**src/rtl/rc_update_pkg.sv**
```systemverilog
// shared codes for the status-update engine; only memory writes with data are described here
`default_nettype none

package rc_update_pkg;

	// --------------------------------------------------
	// writer phases
	// --------------------------------------------------
	// driven by the sequencer, read by writer and arbiter
	typedef enum logic [1:0] {
		st_idle     = 2'd0,
		st_start_tx = 2'd1,
		st_mwr_req  = 2'd2,
		st_mwr_dv   = 2'd3
	} wr_state_t;

	// payload packing select
	localparam int unsigned rc_upd_cmd_mode = 0;
	localparam int unsigned rc_upd_irq_mode = 1;

	// ring pointer widths
	localparam int unsigned rx_write_addr_width = 12;
	localparam int unsigned tx_read_addr_width  = 12;

	// --------------------------------------------------
	// tlp header fields
	// --------------------------------------------------
	// fmt for a write with data
	localparam logic [1:0] tlp_fmt_3dw_w = 2'b10;
	localparam logic [1:0] tlp_fmt_4dw_w = 2'b11;

	// memory request type
	localparam logic [4:0] tlp_type_write = 5'b00000;

	// traffic class, digest, poison, attributes all default
	localparam logic [2:0] tlp_tc_default   = 3'b000;
	localparam logic       tlp_td_default   = 1'b0;
	localparam logic       tlp_ep_default   = 1'b0;
	localparam logic [1:0] tlp_attr_default = 2'b00;

	// length field in dwords, one 128-bit beat
	localparam logic [9:0] data_dwords = 10'd4;

	// writers sharing the transmit port
	localparam int unsigned num_writers = 2;

endpackage

`default_nettype wire

```
**src/rtl/rc_update_sequencer.sv**
```systemverilog
// one packet in flight per writer; extra triggers during a packet collapse into one pending request
`timescale 1ns/1ps
`default_nettype none

module rc_update_sequencer import rc_update_pkg::*; (
	input  wire        clk_in,
	input  wire        rst_in,
	input  wire logic  trigger,
	input  wire logic  tx_sel,
	input  wire logic  tx_ack,
	input  wire logic  tx_dv,
	input  wire logic  tx_ws,
	output wr_state_t  cstate,
	output wr_state_t  nstate
);

	// trigger seen while busy
	logic pending;
	// beat taken before the ack came back
	logic beat_seen;
	// beat handed over this cycle
	logic beat_accept;

	assign beat_accept = tx_dv & ~tx_ws;

	// --------------------------------------------------
	// next state
	// --------------------------------------------------
	always_comb begin
		nstate = cstate;
		case (cstate)
			st_idle: begin
				// fresh strobe or one held from the last packet
				if (trigger || pending)
					nstate = st_start_tx;
			end
			st_start_tx: begin
				// wait for the port grant
				if (tx_sel)
					nstate = st_mwr_req;
			end
			st_mwr_req: begin
				if (tx_ack)
					nstate = st_mwr_dv;
			end
			st_mwr_dv: begin
				// single beat, done once it is taken
				if (beat_accept || beat_seen)
					nstate = st_idle;
			end
			default: nstate = st_idle;
		endcase
	end

	always_ff @(posedge clk_in or posedge rst_in) begin
		if (rst_in)
			cstate <= st_idle;
		else
			cstate <= nstate;
	end

	// pending flag, merged strobes
	always_ff @(posedge clk_in or posedge rst_in) begin
		if (rst_in)
			pending <= 1'b0;
		else if ((cstate == st_idle) && (nstate == st_start_tx))
			pending <= 1'b0;
		else if (trigger)
			pending <= 1'b1;
	end

	// the core may take the data ahead of tx_ack
	always_ff @(posedge clk_in or posedge rst_in) begin
		if (rst_in)
			beat_seen <= 1'b0;
		else if (nstate == st_idle)
			beat_seen <= 1'b0;
		else if ((cstate == st_mwr_req) && beat_accept)
			beat_seen <= 1'b1;
	end

endmodule

`default_nettype wire

```
**src/rtl/rc_update_writer.sv**
```systemverilog
// one 128-bit beat per packet with tag zero and no poisoning; inputs must hold until the beat is taken
`timescale 1ns/1ps
`default_nettype none

module rc_update_writer import rc_update_pkg::*; #(
	parameter int unsigned MODE = rc_upd_cmd_mode
) (
	// control
	input  wire                                  clk_in,
	input  wire                                  rst_in,
	input  wire                                  init,
	input  wire wr_state_t                       cstate,
	input  wire wr_state_t                       nstate,

	// transmit
	output logic                                 tx_req,
	input  wire logic                            tx_ack,
	output logic [127:0]                         tx_desc,
	input  wire logic                            tx_ws,
	output logic                                 tx_dv,
	output logic                                 tx_dfr,
	output logic [127:0]                         tx_data,

	// arbitration
	input  wire logic                            tx_sel,
	output logic                                 tx_busy,
	output logic                                 tx_ready,
	input  wire logic                            tx_ready_others,

	// address and command payload
	input  wire logic [63:0]                     base_rc,
	input  wire logic [63:0]                     cmd_response,
	input  wire logic [63:0]                     cmd_error_code,

	// interrupt payload
	input  wire logic                            sfp1_on,
	input  wire logic                            sfp2_on,
	input  wire logic [23:0]                     byte_ready,
	input  wire logic [31:0]                     byte_sent,
	input  wire logic [rx_write_addr_width-1:0]  rx_ring_wptr,
	input  wire logic [tx_read_addr_width-1:0]   tx_ring_rptr
);

	logic         upd_cycle;
	logic [127:0] payload;
	logic [127:0] data_reg;
	logic [63:0]  addr_reg;
	logic         addr_32b;
	logic         in_tx_phase;
	logic [1:0]   beat_cnt;
	logic [3:0]   lbe;

	// --------------------------------------------------
	// arbitration handshake
	// --------------------------------------------------
	// ready only while waiting and nobody else owns the port
	always_ff @(posedge clk_in or posedge rst_in) begin
		if (rst_in)
			tx_ready <= 1'b0;
		else
			tx_ready <= (cstate == st_start_tx) && !tx_ready_others && !tx_sel;
	end

	// busy one cycle early off nstate
	always_ff @(posedge clk_in or posedge rst_in) begin
		if (rst_in)
			tx_busy <= 1'b0;
		else
			tx_busy <= (nstate == st_mwr_req) || (nstate == st_mwr_dv);
	end

	// held until the core acks the descriptor
	assign tx_req = (cstate == st_mwr_req) && !tx_ack;

	// high from start_tx through the data phase
	always_ff @(posedge clk_in or posedge rst_in) begin
		if (rst_in)
			upd_cycle <= 1'b0;
		else if (init)
			upd_cycle <= 1'b0;
		else
			upd_cycle <= (cstate != st_idle);
	end

	// --------------------------------------------------
	// payload packing
	// --------------------------------------------------
	generate
		if (MODE == rc_upd_cmd_mode) begin : g_cmd
			// response high, error code low
			assign payload = {cmd_response, cmd_error_code};
		end else begin : g_irq
			// pointers zero-extended, bits 7:4 reserved
			assign payload = {{(32-tx_read_addr_width){1'b0}}, tx_ring_rptr,
				{(32-rx_write_addr_width){1'b0}}, rx_ring_wptr,
				byte_sent, byte_ready, 4'b0000,
				sfp1_on, sfp2_on, |byte_ready, 1'b1};
		end
	endgenerate

	always_ff @(posedge clk_in) begin
		data_reg <= upd_cycle ? payload : 128'h0;
	end

	assign tx_data = data_reg;

	// --------------------------------------------------
	// address, 3dw when the upper dword is zero
	// --------------------------------------------------
	always_ff @(posedge clk_in) begin
		if (init) begin
			addr_reg <= 64'h0;
			addr_32b <= 1'b0;
		end else if (base_rc[63:32] == 32'h0) begin
			// 3dw header carries the address in the upper half
			addr_reg <= {base_rc[31:0], 32'h0};
			addr_32b <= 1'b1;
		end else begin
			addr_reg <= base_rc;
			addr_32b <= 1'b0;
		end
	end

	// last byte enable only during the update
	assign lbe = upd_cycle ? 4'hf : 4'h0;

	// descriptor fields, reserved bits zero
	assign tx_desc[127]     = 1'b0;
	assign tx_desc[126:125] = (upd_cycle && addr_32b) ? tlp_fmt_3dw_w : tlp_fmt_4dw_w;
	assign tx_desc[124:120] = tlp_type_write;
	assign tx_desc[119]     = 1'b0;
	assign tx_desc[118:116] = tlp_tc_default;
	assign tx_desc[115:112] = 4'h0;
	assign tx_desc[111]     = tlp_td_default;
	assign tx_desc[110]     = tlp_ep_default;
	assign tx_desc[109:108] = tlp_attr_default;
	assign tx_desc[107:106] = 2'b00;
	assign tx_desc[105:96]  = data_dwords;
	// requester id filled in by the core
	assign tx_desc[95:80]   = 16'h0;
	// tag
	assign tx_desc[79:72]   = 8'h00;
	assign tx_desc[71:64]   = {lbe, 4'hf};
	assign tx_desc[63:0]    = addr_reg;

	// --------------------------------------------------
	// dfr / dv generation
	// --------------------------------------------------
	assign in_tx_phase = (cstate == st_mwr_req) || (cstate == st_mwr_dv);
	assign tx_dfr = in_tx_phase && (beat_cnt < 2'(data_dwords >> 2));

	// counts beats moved into the dv stage, frozen by ws
	always_ff @(posedge clk_in or posedge rst_in) begin
		if (rst_in)
			beat_cnt <= 2'd0;
		else if (!in_tx_phase)
			beat_cnt <= 2'd0;
		else if (tx_dfr && !tx_ws)
			beat_cnt <= beat_cnt + 2'd1;
	end

	// dv trails dfr, moves only while ws low
	always_ff @(posedge clk_in or posedge rst_in) begin
		if (rst_in)
			tx_dv <= 1'b0;
		else if (init)
			tx_dv <= 1'b0;
		else if (!tx_ws)
			tx_dv <= tx_dfr;
	end

endmodule

`default_nettype wire

```
**src/rtl/tx_port_arbiter.sv**
```systemverilog
// grant is kept from the first ready until the holder's busy falls; lowest index wins ties
`timescale 1ns/1ps
`default_nettype none

module tx_port_arbiter import rc_update_pkg::*; (
	input  wire                                     clk_in,
	input  wire                                     rst_in,

	// per-writer arbitration
	input  wire logic [num_writers-1:0]             tx_ready,
	input  wire logic [num_writers-1:0]             tx_busy,
	output logic      [num_writers-1:0]             tx_sel,
	output logic      [num_writers-1:0]             tx_ready_others,

	// per-writer transmit side
	input  wire logic [num_writers-1:0]             wr_tx_req,
	input  wire logic [num_writers-1:0][127:0]      wr_tx_desc,
	input  wire logic [num_writers-1:0]             wr_tx_dfr,
	input  wire logic [num_writers-1:0]             wr_tx_dv,
	input  wire logic [num_writers-1:0][127:0]      wr_tx_data,
	output logic      [num_writers-1:0]             wr_tx_ack,
	output logic      [num_writers-1:0]             wr_tx_ws,

	// shared port
	output logic                                    tx_req,
	input  wire logic                               tx_ack,
	output logic [127:0]                            tx_desc,
	input  wire logic                               tx_ws,
	output logic                                    tx_dv,
	output logic                                    tx_dfr,
	output logic [127:0]                            tx_data
);

	logic [num_writers-1:0] grant;
	logic [num_writers-1:0] grant_nxt;
	logic [num_writers-1:0] busy_q;

	// --------------------------------------------------
	// grant update
	// --------------------------------------------------
	always_comb begin
		grant_nxt = grant;
		if (grant == '0) begin
			// descending so the lowest ready index lands last
			for (int i = num_writers - 1; i >= 0; i--) begin
				if (tx_ready[i])
					grant_nxt = num_writers'(1) << i;
			end
		end else if (((busy_q & grant) != '0) && ((tx_busy & grant) == '0)) begin
			// holder finished its packet
			grant_nxt = '0;
		end
	end

	always_ff @(posedge clk_in or posedge rst_in) begin
		if (rst_in) begin
			grant  <= '0;
			busy_q <= '0;
		end else begin
			grant  <= grant_nxt;
			busy_q <= tx_busy;
		end
	end

	assign tx_sel = grant;

	// --------------------------------------------------
	// steering and port mux
	// --------------------------------------------------
	always_comb begin
		tx_req  = 1'b0;
		tx_desc = 128'h0;
		tx_dfr  = 1'b0;
		tx_dv   = 1'b0;
		tx_data = 128'h0;
		for (int i = 0; i < num_writers; i++) begin
			// someone other than writer i owns the port
			tx_ready_others[i] = |(grant & ~(num_writers'(1) << i));
			wr_tx_ack[i] = tx_ack & grant[i];
			wr_tx_ws[i]  = tx_ws & grant[i];
			// grant is one-hot, or-ing is enough
			tx_req  = tx_req  | (grant[i] & wr_tx_req[i]);
			tx_desc = tx_desc | ({128{grant[i]}} & wr_tx_desc[i]);
			tx_dfr  = tx_dfr  | (grant[i] & wr_tx_dfr[i]);
			tx_dv   = tx_dv   | (grant[i] & wr_tx_dv[i]);
			tx_data = tx_data | ({128{grant[i]}} & wr_tx_data[i]);
		end
	end

endmodule

`default_nettype wire

```
**src/rtl/rc_update_top.sv**
```systemverilog
// writer 0 reports commands, writer 1 reports interrupts; tx_err is not driven and stays low in the core
`timescale 1ns/1ps
`default_nettype none

module rc_update_top import rc_update_pkg::*; (
	input  wire                                  clk_in,
	input  wire                                  rst_in,
	input  wire                                  init,

	// command report
	input  wire logic                            cmd_done,
	input  wire logic [63:0]                     cmd_base_rc,
	input  wire logic [63:0]                     cmd_response,
	input  wire logic [63:0]                     cmd_error_code,

	// interrupt report
	input  wire logic                            irq_strobe,
	input  wire logic [63:0]                     irq_base_rc,
	input  wire logic                            sfp1_on,
	input  wire logic                            sfp2_on,
	input  wire logic [23:0]                     byte_ready,
	input  wire logic [31:0]                     byte_sent,
	input  wire logic [rx_write_addr_width-1:0]  rx_ring_wptr,
	input  wire logic [tx_read_addr_width-1:0]   tx_ring_rptr,

	// pcie core transmit
	output logic                                 tx_req,
	input  wire logic                            tx_ack,
	output logic [127:0]                         tx_desc,
	input  wire logic                            tx_ws,
	output logic                                 tx_dv,
	output logic                                 tx_dfr,
	output logic [127:0]                         tx_data
);

	wr_state_t                         cmd_cstate;
	wr_state_t                         cmd_nstate;
	wr_state_t                         irq_cstate;
	wr_state_t                         irq_nstate;

	// index 0 command, index 1 interrupt
	logic [num_writers-1:0]            wr_ready;
	logic [num_writers-1:0]            wr_busy;
	logic [num_writers-1:0]            wr_sel;
	logic [num_writers-1:0]            wr_ready_others;
	logic [num_writers-1:0]            wr_tx_req;
	logic [num_writers-1:0][127:0]     wr_tx_desc;
	logic [num_writers-1:0]            wr_tx_dfr;
	logic [num_writers-1:0]            wr_tx_dv;
	logic [num_writers-1:0][127:0]     wr_tx_data;
	logic [num_writers-1:0]            wr_tx_ack;
	logic [num_writers-1:0]            wr_tx_ws;

	// --------------------------------------------------
	// command path
	// --------------------------------------------------
	rc_update_sequencer cmd_seq_inst (
		.clk_in (clk_in), .rst_in (rst_in), .trigger (cmd_done),
		.tx_sel (wr_sel[0]), .tx_ack (wr_tx_ack[0]), .tx_dv (wr_tx_dv[0]),
		.tx_ws (wr_tx_ws[0]), .cstate (cmd_cstate), .nstate (cmd_nstate)
	);

	// interrupt status unused here
	rc_update_writer #(.MODE(rc_upd_cmd_mode)) cmd_writer_inst (
		.clk_in (clk_in), .rst_in (rst_in), .init (init),
		.cstate (cmd_cstate), .nstate (cmd_nstate),
		.tx_req (wr_tx_req[0]), .tx_ack (wr_tx_ack[0]), .tx_desc (wr_tx_desc[0]),
		.tx_ws (wr_tx_ws[0]), .tx_dv (wr_tx_dv[0]), .tx_dfr (wr_tx_dfr[0]),
		.tx_data (wr_tx_data[0]), .tx_sel (wr_sel[0]), .tx_busy (wr_busy[0]),
		.tx_ready (wr_ready[0]), .tx_ready_others (wr_ready_others[0]),
		.base_rc (cmd_base_rc), .cmd_response (cmd_response),
		.cmd_error_code (cmd_error_code), .sfp1_on (1'b0), .sfp2_on (1'b0),
		.byte_ready (24'h0), .byte_sent (32'h0),
		.rx_ring_wptr ({rx_write_addr_width{1'b0}}),
		.tx_ring_rptr ({tx_read_addr_width{1'b0}})
	);

	// --------------------------------------------------
	// interrupt path
	// --------------------------------------------------
	rc_update_sequencer irq_seq_inst (
		.clk_in (clk_in), .rst_in (rst_in), .trigger (irq_strobe),
		.tx_sel (wr_sel[1]), .tx_ack (wr_tx_ack[1]), .tx_dv (wr_tx_dv[1]),
		.tx_ws (wr_tx_ws[1]), .cstate (irq_cstate), .nstate (irq_nstate)
	);

	rc_update_writer #(.MODE(rc_upd_irq_mode)) irq_writer_inst (
		.clk_in (clk_in), .rst_in (rst_in), .init (init),
		.cstate (irq_cstate), .nstate (irq_nstate),
		.tx_req (wr_tx_req[1]), .tx_ack (wr_tx_ack[1]), .tx_desc (wr_tx_desc[1]),
		.tx_ws (wr_tx_ws[1]), .tx_dv (wr_tx_dv[1]), .tx_dfr (wr_tx_dfr[1]),
		.tx_data (wr_tx_data[1]), .tx_sel (wr_sel[1]), .tx_busy (wr_busy[1]),
		.tx_ready (wr_ready[1]), .tx_ready_others (wr_ready_others[1]),
		.base_rc (irq_base_rc), .cmd_response (64'h0), .cmd_error_code (64'h0),
		.sfp1_on (sfp1_on), .sfp2_on (sfp2_on), .byte_ready (byte_ready),
		.byte_sent (byte_sent), .rx_ring_wptr (rx_ring_wptr),
		.tx_ring_rptr (tx_ring_rptr)
	);

	// shared port
	tx_port_arbiter tx_port_arbiter_inst (
		.clk_in (clk_in), .rst_in (rst_in),
		.tx_ready (wr_ready), .tx_busy (wr_busy), .tx_sel (wr_sel),
		.tx_ready_others (wr_ready_others),
		.wr_tx_req (wr_tx_req), .wr_tx_desc (wr_tx_desc), .wr_tx_dfr (wr_tx_dfr),
		.wr_tx_dv (wr_tx_dv), .wr_tx_data (wr_tx_data),
		.wr_tx_ack (wr_tx_ack), .wr_tx_ws (wr_tx_ws),
		.tx_req (tx_req), .tx_ack (tx_ack), .tx_desc (tx_desc), .tx_ws (tx_ws),
		.tx_dv (tx_dv), .tx_dfr (tx_dfr), .tx_data (tx_data)
	);

endmodule

`default_nettype wire

```
**config.mk**
```make
export PLATFORM = sky130hd
export DESIGN_NAME = rc_update_top
export DESIGN_NICKNAME = d
export VERILOG_FILES = /design/src/rtl/rc_update_pkg.sv /design/src/rtl/rc_update_sequencer.sv /design/src/rtl/rc_update_writer.sv /design/src/rtl/tx_port_arbiter.sv /design/src/rtl/rc_update_top.sv
export SDC_FILE = /design/constraint.sdc
export NUM_CORES = 1
export LEC_CHECK = 0
export BUFFER_PORTS_ARGS = -buffer_cell sky130_fd_sc_hd__clkbuf_2
export CORE_AREA = 2 2 233 235
export CTS_BUF_LIST = sky130_fd_sc_hd__clkbuf_4 sky130_fd_sc_hd__clkbuf_8 sky130_fd_sc_hd__clkbuf_16
export CTS_CLUSTER_DIAMETER = 100
export DETAILED_ROUTE_END_ITERATION = 12
export DIE_AREA = 0 0 235 237
export GPL_TIMING_DRIVEN = 0
export PLACE_DENSITY_LB_ADDON = 0.15
export SLEW_MARGIN = 40
export SYNTH_ARGS = -nofsm -noshare
export SYNTH_HDL_FRONTEND = slang
export SYNTH_SLANG_ARGS = --single-unit
```
**constraint.sdc**
```tcl
create_clock -name clk_in -period 1.95 [get_ports clk_in]
set_clock_uncertainty 0.2 [all_clocks]
set_input_delay 0.585 -clock clk_in [delete_from_list [all_inputs] [get_ports clk_in]]
set_output_delay 0.585 -clock clk_in [all_outputs]
set_load 0.02 [all_outputs]
```
==> flow_metrics.env <==
export IMPL_status="complete, but fails checks"
export IMPL_failed_checks="setup timing"
export IMPL_internal_power_mw=19.7
export IMPL_crit_path_max_fanout=6
export IMPL_hp_start="cmd_response[42]"
export IMPL_routedWlPerCell_um=20.6
export IMPL_layout_drive_gt1_share_pct=44.4
export IMPL_gp_congestion=0.861
export IMPL_areaGrowthSynthToFinish_pct=65.2
export IMPL_reg2reg_depth=3
export IMPL_synth_seq_cells=366
export IMPL_via_count=12203
export IMPL_clk_latency_ps=560
export IMPL_clkTransAtPathRegs_ps=60
export IMPL_hpwl_um=42900
export IMPL_drt_iter0_markers=430
export IMPL_avgSynthCellArea_um2=10.6
export IMPL_hold_path_depth=2
export IMPL_max_slew_margin_pct=56.5
export IMPL_cp_cell_sequence="buf_8, clkbuf_16, clkbuf_16, a22o_4, buf_6, buf_8"
export IMPL_dr_pass1_iters=5
export IMPL_syn_area_mm2=0.0139
export IMPL_fill_cells=5244
export IMPL_switchingPower_mw=9.41
export IMPL_endpoint_kind="output pin"
export IMPL_power_density_mw_per_mm2=1270
export IMPL_place_area_mm2=0.0178
export IMPL_rsz0062_at_grt="true"
export IMPL_clockRootBuffer="clkbuf_16"
export IMPL_arrival_ps=1930
export IMPL_wl_met2_um=28500
export IMPL_grt_antenna_before_repair=6
export IMPL_grt_start_max_net_pins=25
export IMPL_post_route_util_pct=43.1
export IMPL_rr_startpoint="cmd_writer_inst.upd_cycle"
export IMPL_vias_per_cell=4.36
export IMPL_worstHoldPathType="in -> reg"
export IMPL_wl_met1_um=23800
export IMPL_startpoint_type="flop"
export IMPL_reg2reg_to="cmd_writer_inst.tx_data[0]"
export IMPL_ys_warn_count=0
export IMPL_fin_crit_ps=2720
export IMPL_cts_htree_levels=2
export IMPL_die_y_um=237
export IMPL_clock_sinks=366
export IMPL_combPwrFrac_pct=42.0
export IMPL_grt_overflow=0
export IMPL_maxCapViolCount=0
export IMPL_worst_pin_slew_ps=653
export IMPL_rows=85
export IMPL_drt_wl_total_um=57600
export IMPL_p_seq_share_pct=30.4
export IMPL_netlist_top_cell_by_area="dfxtp_1"
export IMPL_post_route_period_util_pct=139
export IMPL_drc_errors=0
export IMPL_synth_cell_type_count=38
export IMPL_syn_inst=1313
export IMPL_slowest_delay_ps=380
export IMPL_initial_core_util_pct=26.1
export IMPL_grt_pass1_wl_um=82500
export IMPL_synth_area_top_cells="dfxtp_1 49%, and2_1 12%, a22o_1 9.6%, o22ai_2 5.2%, dfrtp_1 4.3%"
export IMPL_die_area_mm2=0.0557
export IMPL_dr_wl_met3_um=3960
export IMPL_clock_path_buffers=3
export IMPL_setup_violations=206
export IMPL_multiInputGateArea_mm2=0.00562
export IMPL_fmax_ghz=0.368
export IMPL_grtUsageTotal_pct=19.8
export IMPL_dr_max_layer_used="met4"
export IMPL_yosysMostFrequentCell="dfxtp_1"
export IMPL_r2r_slack_ps=170
export IMPL_power_mw=29.1
export IMPL_holdPathEnd="cmd_writer_inst.tx_data[106]"
export IMPL_clkPwrFrac_pct=27.7
export IMPL_tritoncts="done"
export IMPL_postRouteAntennaNets=0
export IMPL_async_reset_ff_share_pct=6.56
export IMPL_largest_reg_flops=128
export IMPL_synth_top_area_share_pct=49.3
export IMPL_synthFlopType="dfxtp_1"
export IMPL_finalHoldViolCount=0
export IMPL_design_area_mm2=0.0230
export IMPL_fin_ws_ps=-766
export IMPL_synth_edf_count=0
export IMPL_path_class="reg -> out"
export IMPL_grt_pass1_vias=12609
export IMPL_numCtsBuffers=43
export IMPL_pin_count=604
export IMPL_critPathSlowestCell="dfrtp_1"
export IMPL_final_nets=2416
export IMPL_swShare_pct=32.3
export IMPL_regArea_mm2=0.00745
export IMPL_port_buffers=549
export IMPL_cp_required_ps=1160
export IMPL_synth_yosys_seq_area_share_pct=53.6
export IMPL_die_width_um=235
export IMPL_synth_common_cells="342 x dfxtp_1, 257 x and2_1, 152 x a22o_1"
export IMPL_core_area_mm2=0.0533
export IMPL_vdd_ir_drop_worst_mv=0.722
export IMPL_p_leak_nw=10.6
export IMPL_slew_viol_final=0
cells in the final DEF (no fill, tap or decap), drive strengths merged, types with 3 or more instances in the layout:
cell	instances
a21oi	12
nand4	5
a22o	152
nand3	8
o22ai	64
a31oi	3
buf	274
nand2	15
dfxtp	342
dlygate4sd3	60
nor4	22
inv	72
dfrtp	24
diode	6
nand2b	64
clkinv	8
conb	53
and2	257
nor2	23
clkbuf	553
nor3b	66
routing by layer:
metal | global-route usage [%] | vias up
li1 | - | 5853
met1 | 23.6 | 5872
met2 | 34.1 | 404
met3 | 6.11 | 74
met4 | 5.91 | 0
met5 | 0 | -
layout make-up:
cell class              instances  share of cell area (%)
flip-flops and latches        366                    32.5
repair buffers                662                    24.8
multi-input cells             762                    24.5
plain buffers                 162                    7.03
clock buffers                  63                    5.77
well taps                     696                    3.79
inverters                      72                    1.20
clock inverters                11                   0.436
diodes                          6                  0.0654
power by group through the flow:
| stage | Combinational (mW) | Clock (mW) | Sequential [mW] |
|---|---|---|---|
| 2_1_floorplan | 4.76 | 0 | 8.87 |
| 3_3_place_gp | 7.69 | 0 | 8.96 |
| 3_5_place_dp | 7.73 | 0 | 8.99 |
| 4_1_cts | 11.0 | 8.26 | 8.83 |
| 5_1_grt | 13.0 | 8.58 | 8.94 |
| 6_report | 12.2 | 8.06 | 8.84 |
worst max path at each step:
| stage | startpoint | to | slack, ps | cells past startpoint |
|---|---|---|---|---|
| finish | tx_port_arbiter_inst.tx_sel[1] | tx_desc[71] | -770 | 6 |
| global route | tx_port_arbiter_inst.tx_sel[1] | tx_desc[69] | -860 | 6 |
| CTS | tx_port_arbiter_inst.tx_sel[1] | tx_desc[69] | -830 | 6 |
| detailed placement | cmd_base_rc[34] | cmd_writer_inst.addr_reg[17] | -790 | 6 |
| global placement | cmd_base_rc[34] | cmd_writer_inst.addr_reg[28] | -790 | 6 |
| floorplan | tx_port_arbiter_inst.tx_sel[0] | tx_desc[69] | -50 | 5 |
critical path: cells and delay by family (launching register included):
family / cells / cell delay, ps
flops: 1 / 380
buf+inv: 5 / 720
compound gates: 1 / 270
per-stage QoR:
stage,worst slack (ps),setup TNS [ps],cells,hold slack [ps]
3_5_place_dp,-785,-191440,2610,164
2_1_floorplan,-46.8,-87.9,1365,149
5_1_grt,-857,-156000,2799,2.34
3_3_place_gp,-786,-187570,2610,160
6_report,-766,-139350,2800,27.7
4_1_cts,-833,-152830,2784,0.00305
timing repair:
action | 4_1_cts | 5_1_grt
endpoints found under the hold margin | 83 | 0
setup endpoints to repair | 417 | 315
gates cloned | 17 | 8
pin swaps | 61 | 53
setup buffers | 23 | 6
resized for setup | 373 | 404
hold buffers | 60 | 0
kinds of logic (layout without fill, tap and decap cells):
| family | after synthesis | in the layout | share of synthesized area (%) |
|---|---|---|---|
| compound gates | 241 | 241 | 16.2 |
| xor+xnor | 2 | 2 | 0.126 |
| fa+ha+maj | 2 | 2 | 0.180 |
| buf+inv | 237 | 970 | 9.00 |
| flops | 366 | 366 | 53.6 |
| mux | 1 | 1 | 0.0810 |
| other cells | 1 | 59 | 0.0270 |
| simple gates | 463 | 463 | 20.8 |
(Power assumes the default switching activity.)
